==> src/design/packet_path_settings.svh <==
`ifndef PACKET_PATH_SETTINGS_SVH
`define PACKET_PATH_SETTINGS_SVH

// ==============================
// Beat format
// ==============================

// Data bytes carried by one beat
`define PACKET_DATA_BYTES 8

// Metadata word, repeated on every beat of a packet
`define PACKET_META_BITS 32

// ==============================
// Path sizing
// ==============================

// FIFO entries, equal to the sender's starting credit count
`define PACKET_FIFO_DEPTH 16

// Register stages between the input port and the FIFO
`define PACKET_PIPE_STAGES 4

`endif

==> src/design/packet_path_pkg.sv <==
`default_nettype none

`include "packet_path_settings.svh"

package packet_path_pkg;

    // ==============================
    // Field types
    // ==============================

    // Beat payload, byte 0 in the most significant byte
    typedef logic [`PACKET_DATA_BYTES*8-1:0] packet_data_t;

    // Valid bytes in the last beat
    // 0 means the whole beat is valid
    typedef logic [$clog2(`PACKET_DATA_BYTES)-1:0] packet_mbytes_t;

    // Per-packet metadata
    typedef logic [`PACKET_META_BITS-1:0] packet_meta_t;

    // ==============================
    // Beat
    // ==============================

    // One transfer on either port
    // meta stays constant for all beats of a packet
    typedef struct packed {
        packet_data_t   data;
        logic           eop;
        packet_mbytes_t mbytes;
        packet_meta_t   meta;
    } packet_beat_t;

endpackage

`default_nettype wire

==> src/design/packet_pipe.sv <==
`default_nettype none

module packet_pipe #(
    parameter int STAGES = 1
) (
    input  wire                           clk,
    input  wire                           arst_n,

    // Forward traffic
    input  wire                           in_valid,
    input  wire packet_path_pkg::packet_beat_t in_beat,
    output logic                          out_valid,
    output packet_path_pkg::packet_beat_t out_beat,

    // Credits travelling back towards the sender
    input  wire                           credit_back,
    output logic                          credit_up
);

    import packet_path_pkg::*;

    generate
        if (STAGES == 0) begin : g_wire

            // No routing delay in either direction
            assign out_valid = in_valid;
            assign out_beat  = in_beat;
            assign credit_up = credit_back;

        end else begin : g_stages

            // ==============================
            // Stage registers
            // ==============================

            logic [STAGES-1:0] valid_q;
            logic [STAGES-1:0] credit_q;
            packet_beat_t      beat_q [STAGES];

            // Valid and credit chains
            always_ff @(posedge clk or negedge arst_n)
            begin
                if (!arst_n)
                begin
                    valid_q  <= '0;
                    credit_q <= '0;
                end
                else
                begin
                    valid_q[0]  <= in_valid;
                    credit_q[0] <= credit_back;
                    for (int i = 1; i < STAGES; i++)
                    begin
                        valid_q[i]  <= valid_q[i-1];
                        credit_q[i] <= credit_q[i-1];
                    end
                end
            end

            // Payload chain, loaded only where a beat is present
            always_ff @(posedge clk)
            begin
                if (in_valid)
                begin
                    beat_q[0] <= in_beat;
                end
                for (int i = 1; i < STAGES; i++)
                begin
                    if (valid_q[i-1])
                    begin
                        beat_q[i] <= beat_q[i-1];
                    end
                end
            end

            // ==============================
            // Outputs
            // ==============================

            // Last stage feeds the FIFO
            assign out_valid = valid_q[STAGES-1];
            assign out_beat  = beat_q[STAGES-1];

            // Credits leave after the same number of cycles
            assign credit_up = credit_q[STAGES-1];

        end
    endgenerate

endmodule

`default_nettype wire

==> src/design/packet_fifo.sv <==
`default_nettype none

module packet_fifo #(
    parameter int DEPTH = 16
) (
    input  wire                           clk,
    input  wire                           arst_n,

    // Write side, flow controlled by credits returned on wr_credit
    input  wire                           wr_valid,
    input  wire packet_path_pkg::packet_beat_t wr_beat,
    output logic                          wr_credit,

    // Read side, flow controlled by credits received on rd_credit
    output logic                          rd_valid,
    output packet_path_pkg::packet_beat_t rd_beat,
    input  wire                           rd_credit,

    // Sticky, set by a write into a full buffer
    output logic                          overflow
);

    import packet_path_pkg::*;

    // ==============================
    // Sizing
    // ==============================

    localparam int PTR_W  = (DEPTH > 1) ? $clog2(DEPTH) : 1;
    localparam int CNT_W  = $clog2(DEPTH + 1);

    // Receiver may grant well ahead of the data
    localparam int CRED_W = 16;

    // ==============================
    // State
    // ==============================

    packet_beat_t      mem [DEPTH];

    logic [PTR_W-1:0]  wr_ptr;
    logic [PTR_W-1:0]  rd_ptr;
    logic [CNT_W-1:0]  count;
    logic [CRED_W-1:0] credits;

    logic              full;
    logic              wr_en;
    logic              rd_en;

    // Circular increment for any depth
    function automatic logic [PTR_W-1:0] next_ptr(input logic [PTR_W-1:0] ptr);
        if (ptr == PTR_W'(DEPTH - 1))
        begin
            return '0;
        end
        else
        begin
            return ptr + 1'b1;
        end
    endfunction

    // ==============================
    // Control
    // ==============================

    assign full  = (count == CNT_W'(DEPTH));

    // Writes into a full buffer are dropped
    assign wr_en = wr_valid && !full;

    // Read whenever data and an output credit are both present
    assign rd_en = (count != '0) && (credits != '0);

    // Pointers
    always_ff @(posedge clk or negedge arst_n)
    begin
        if (!arst_n)
        begin
            wr_ptr <= '0;
            rd_ptr <= '0;
        end
        else
        begin
            if (wr_en)
            begin
                wr_ptr <= next_ptr(wr_ptr);
            end
            if (rd_en)
            begin
                rd_ptr <= next_ptr(rd_ptr);
            end
        end
    end

    // Occupancy
    always_ff @(posedge clk or negedge arst_n)
    begin
        if (!arst_n)
        begin
            count <= '0;
        end
        else
        begin
            unique case ({wr_en, rd_en})
                2'b10:   count <= count + 1'b1;
                2'b01:   count <= count - 1'b1;
                default: count <= count;
            endcase
        end
    end

    // Output credits held, one spent per read
    always_ff @(posedge clk or negedge arst_n)
    begin
        if (!arst_n)
        begin
            credits <= '0;
        end
        else
        begin
            unique case ({rd_credit, rd_en})
                2'b10:   credits <= credits + 1'b1;
                2'b01:   credits <= credits - 1'b1;
                default: credits <= credits;
            endcase
        end
    end

    // Overflow flag, cleared only by reset
    always_ff @(posedge clk or negedge arst_n)
    begin
        if (!arst_n)
        begin
            overflow <= 1'b0;
        end
        else if (wr_valid && full)
        begin
            overflow <= 1'b1;
        end
    end

    // ==============================
    // Storage and read port
    // ==============================

    always_ff @(posedge clk)
    begin
        if (wr_en)
        begin
            mem[wr_ptr] <= wr_beat;
        end
    end

    always_ff @(posedge clk)
    begin
        if (rd_en)
        begin
            rd_beat <= mem[rd_ptr];
        end
    end

    always_ff @(posedge clk or negedge arst_n)
    begin
        if (!arst_n)
        begin
            rd_valid <= 1'b0;
        end
        else
        begin
            rd_valid <= rd_en;
        end
    end

    // Each departing beat frees one entry for the sender
    assign wr_credit = rd_valid;

endmodule

`default_nettype wire

==> src/design/packet_path_top.sv <==
`default_nettype none

`include "packet_path_settings.svh"

module packet_path_top (
    input  wire                           clk,
    input  wire                           arst_n,

    // ==============================
    // Input port
    // ==============================

    // Sender starts with PACKET_FIFO_DEPTH credits
    input  wire                           in_valid,
    input  wire packet_path_pkg::packet_beat_t in_beat,
    output logic                          in_credit,

    // ==============================
    // Output port
    // ==============================

    // One beat per credit granted by the receiver
    output logic                          out_valid,
    output packet_path_pkg::packet_beat_t out_beat,
    input  wire                           out_credit,

    // Sender broke the credit rule
    output logic                          overflow
);

    import packet_path_pkg::*;

    // Between the pipe and the FIFO
    logic         pipe_valid;
    packet_beat_t pipe_beat;
    logic         fifo_credit;

    // ==============================
    // Routing stages
    // ==============================

    // Beats go forward, credits come back over the same distance
    packet_pipe #(
        .STAGES      (`PACKET_PIPE_STAGES)
    ) u_pipe (
        .clk         (clk),
        .arst_n      (arst_n),
        .in_valid    (in_valid),
        .in_beat     (in_beat),
        .out_valid   (pipe_valid),
        .out_beat    (pipe_beat),
        .credit_back (fifo_credit),
        .credit_up   (in_credit)
    );

    // ==============================
    // Buffer and output port
    // ==============================

    // Depth matches the sender's credit pool
    packet_fifo #(
        .DEPTH       (`PACKET_FIFO_DEPTH)
    ) u_fifo (
        .clk         (clk),
        .arst_n      (arst_n),
        .wr_valid    (pipe_valid),
        .wr_beat     (pipe_beat),
        .wr_credit   (fifo_credit),
        .rd_valid    (out_valid),
        .rd_beat     (out_beat),
        .rd_credit   (out_credit),
        .overflow    (overflow)
    );

endmodule

`default_nettype wire

==> config.mk <==
export PLATFORM = sky130hd
export DESIGN_NAME = packet_path_top
export DESIGN_NICKNAME = d
export VERILOG_FILES = /design/src/design/packet_path_pkg.sv /design/src/design/packet_pipe.sv /design/src/design/packet_fifo.sv /design/src/design/packet_path_top.sv
export VERILOG_INCLUDE_DIRS = /design/src /design/src/design
export SDC_FILE = /design/constraint.sdc
export NUM_CORES = 2
export LEC_CHECK = 0
export BUFFER_PORTS_ARGS = -buffer_cell sky130_fd_sc_hd__clkbuf_2
export CORE_MARGIN = 1
export CORE_UTILIZATION = 50
export DETAILED_ROUTE_END_ITERATION = 16
export GPL_ROUTABILITY_DRIVEN = 0
export PLACE_DENSITY = 0.64
export SKIP_LAST_GASP = 1
export SYNTH_ARGS = -nofsm -noshare
export SYNTH_HDL_FRONTEND = slang
export SYNTH_SLANG_ARGS = --single-unit
==> constraint.sdc <==
create_clock -name clk -period 11.7 [get_ports clk]
set_input_delay 0.585 -clock clk [delete_from_list [all_inputs] [get_ports clk]]
set_output_delay 0.585 -clock clk [all_outputs]
set_load 0.1 [all_outputs]
==> results.yml <==
outcome:
  status: "finished clean"
die:
  io_pins: 207
  rows: 145
  fp.dieH_um: 399
  start_util: 0.503
  core_area_um2: 156000
  die_area_um2: 159000
  die_x_um: 399
yosys:
  synth_top_area_frac: 0.802
  synthMostInstantiatedCell: "edfxtp_1"
  syn_nets: 3874
  synth_edf_count: 2100
  yosys.area.top_type: "edfxtp_1"
  syn_area_um2: 78600
  syn_area_per_cell_um2: 21.0
  synth-seq-area-share: 0.814
  ys.flop_type: "edfxtp_1"
  ys_warn_count: 0
  synth-seq-cells: 2139
  synth.area.top_cells: "edfxtp_1, mux4_2, mux2i_1"
  ys_types: 57
  ys_top_cells_by_count: "edfxtp_1, mux2i_1, o21ai_0, mux4_2, nand2_1"
  synth-async-reset-ratio: 0.0182
  synth_cells: 3744
setup_path:
  rr_endpoint: "u_fifo.credits[10]$_DFFE_PN0P_"
  worstRegToRegCells: 12
  crit_type: "reg -> reg"
  cp_max_fo: 70
  startpoint_type: "flop"
  rrSetupSlack_ps: 7380
  rr_startpoint: "u_fifo.count[1]$_DFFE_PN0P_"
  cp_data_required_time_ps: 12400
  end_kind: "flop"
  crit_arrival_ps: 5020
route:
  drt_iter0_drc: 3852
  vias_per_cell: 5.90
  dr.pass1.iters: 5
  wl_per_cell_um: 27.7
  route.detailed.drc: 0
  ant_nets: 0
  postRouteWirelength_um: 177000
  vias: 37600
clock_network:
  cts.clk_slew.worst_paths_ps: 70
  cts_resized: 0
  cts_tree: "done"
  cts_setup_buffers: 0
  clkLatencyLatePin_ps: 830
  cts_root_buffer: "clkbuf_16"
  cts_htree_levels: 4
  cts.sink_count: 2139
  cts_buffers: 209
  clockBufferDepth: 3
timing:
  rsz0062_at_grt: "no"
  fmax_mhz: 231
  worstMarginPinSlew_ps: 1200
  slew_headroom: 0.200
  period_share: 0.369
  slew_violations: 0
  finalCriticalPeriod_ps: 4320
  setup_viol: 0
  finClkSkew_ps: 48.0
  setup_tns_ps: 0
  timing.final.hold_violations: 0
global_route:
  grt_max_degree: 131
  antenna_found_initial: 9
  gr-total-overflow: 0
  grt_pass1_vias: 37600
  grt_pass1_wl_um: 254000
  grt_usage: 0.222
power:
  ir_drop_mv: 0.290
  p_per_area_nw_per_um2: 253
  p_leak_nw: 29.9
  total_power_mw: 22.8
final_layout:
  fin_util: 0.575
  area_growth_pct: 14.2
  multi_input_area_um2: 13800
  num_antenna_cells: 0
  regArea_um2: 64100
  final_area_um2: 89800
  final_nets: 4269
  layout-drive-gt1-share: 0.205
  fillers: 11400
min_path:
  hold_path.startpoint: "in_valid"
  hold_depth: 1
  min-delay-path-class: "in -> reg"
  min_to: "u_pipe.g_stages.beat_q[0][68]$_DFFE_PP_"
place:
  port_buffers: 206
  hpwl_um: 80100
  placed_cell_area_um2: 82100
flow_run:
  drv_cap: 0
## sequential cells by signal (all words and copies together) (netlist names)
signal / cells
u_fifo.mem: 1600
u_pipe.g_stages.beat_q: 400
u_fifo.rd_beat: 100
u_fifo.credits: 16
u_fifo.count: 5
u_fifo.rd_ptr: 4
u_fifo.wr_ptr: 4
u_pipe.g_stages.credit_q: 4
u_pipe.g_stages.valid_q: 4
u_fifo.overflow: 1
u_fifo.rd_valid: 1
## worst max-delay path by stage
stage / from / to
after floorplan: u_fifo.count[0]$_DFFE_PN0P_ / u_fifo.mem[3][0]$_DFFE_PP_
after CTS: u_fifo.count[1]$_DFFE_PN0P_ / u_fifo.credits[10]$_DFFE_PN0P_
after global routing: u_fifo.count[0]$_DFFE_PN0P_ / u_fifo.credits[10]$_DFFE_PN0P_
after detailed placement: u_fifo.count[1]$_DFFE_PN0P_ / u_fifo.credits[10]$_DFFE_PN0P_
final: u_fifo.count[1]$_DFFE_PN0P_ / u_fifo.credits[10]$_DFFE_PN0P_
after global placement: u_fifo.rd_ptr[1]$_DFFE_PN0P_ / u_fifo.rd_beat[56]$_DFFE_PP_
## where the power goes
| part | total [mW] | internal [mW] | switching, mW |
|---|---|---|---|
| clock | 6.54 | 3.73 | 2.82 |
| sequential | 9.97 | 9.40 | 0.570 |
| combinational | 6.24 | 2.01 | 4.23 |
| total | 22.8 | 15.1 | 7.61 |
## through the flow
stage	hold slack, ps	worst slack [ps]	instances
3_3_place_gp	332	7400	5885
4_1_cts	212	7310	6376
6_report	224	7380	6376
5_1_grt	227	6960	6376
3_5_place_dp	335	7360	5885
2_1_floorplan	289	3220	3744
## layout make-up
class,count,share of cell area
inverters,11,0.000516
multi-input cells,1418,0.153
well taps,2058,0.0287
clock inverters,113,0.0125
flip-flops and latches,2139,0.714
clock buffers,277,0.0619
repair buffers,360,0.0293
## kinds of logic after synthesis
| family | Yosys count | synth area share |
|---|---|---|
| AND/OR/NAND/NOR | 197 | 0.0106 |
| adder cells (fa/ha/maj) | 26 | 0.00433 |
| multiplexers | 601 | 0.110 |
| buffers and inverters | 187 | 0.0121 |
| flip-flops | 2139 | 0.814 |
| XOR/XNOR | 14 | 0.00156 |
| AO/OA/AOI/OAI | 580 | 0.0471 |
## routing by layer
layer	global-route usage	up-vias	wire length, um
li1	-	16200	-
met1	0.321	19800	76800
met2	0.354	1303	85000
met3	0.0365	249	11100
met4	0.0585	0	3640
met5	0	-	0
## placed cells by master, fill, tap and decap left out, types with 43 or more instances in the layout
cell and instances:
mux4_2 200, clkbuf_2 205, edfxtp_1 2100, o21ai_0 207, clkbuf_1 64, clkinv_1 43
dlygate4sd3_1 101, nand2_1 135, clkbuf_16 212, a22oi_1 101, mux2_2 101, a21oi_1 110
mux2i_1 300, a221oi_1 101
## critical path, cell delays in order, from the launching register on
cell      delay [ps]
dfrtp_1          410
nor4_1           520
nand2b_1         150
nand2_1          270
inv_6            370
ha_1             640
fa_1             530
a21o_1           190
a21oi_1          270
o211ai_1         170
a31oi_1          300
nor4b_1           90
a211o_1          250
## what timing repair did
| item | in CTS | in global routing |
|---|---|---|
| endpoints found under the hold margin | 139 | 0 |
| hold buffers | 101 | 0 |
| setup endpoints to repair | 0 | 0 |
Power figures use the tool's default switching activity.
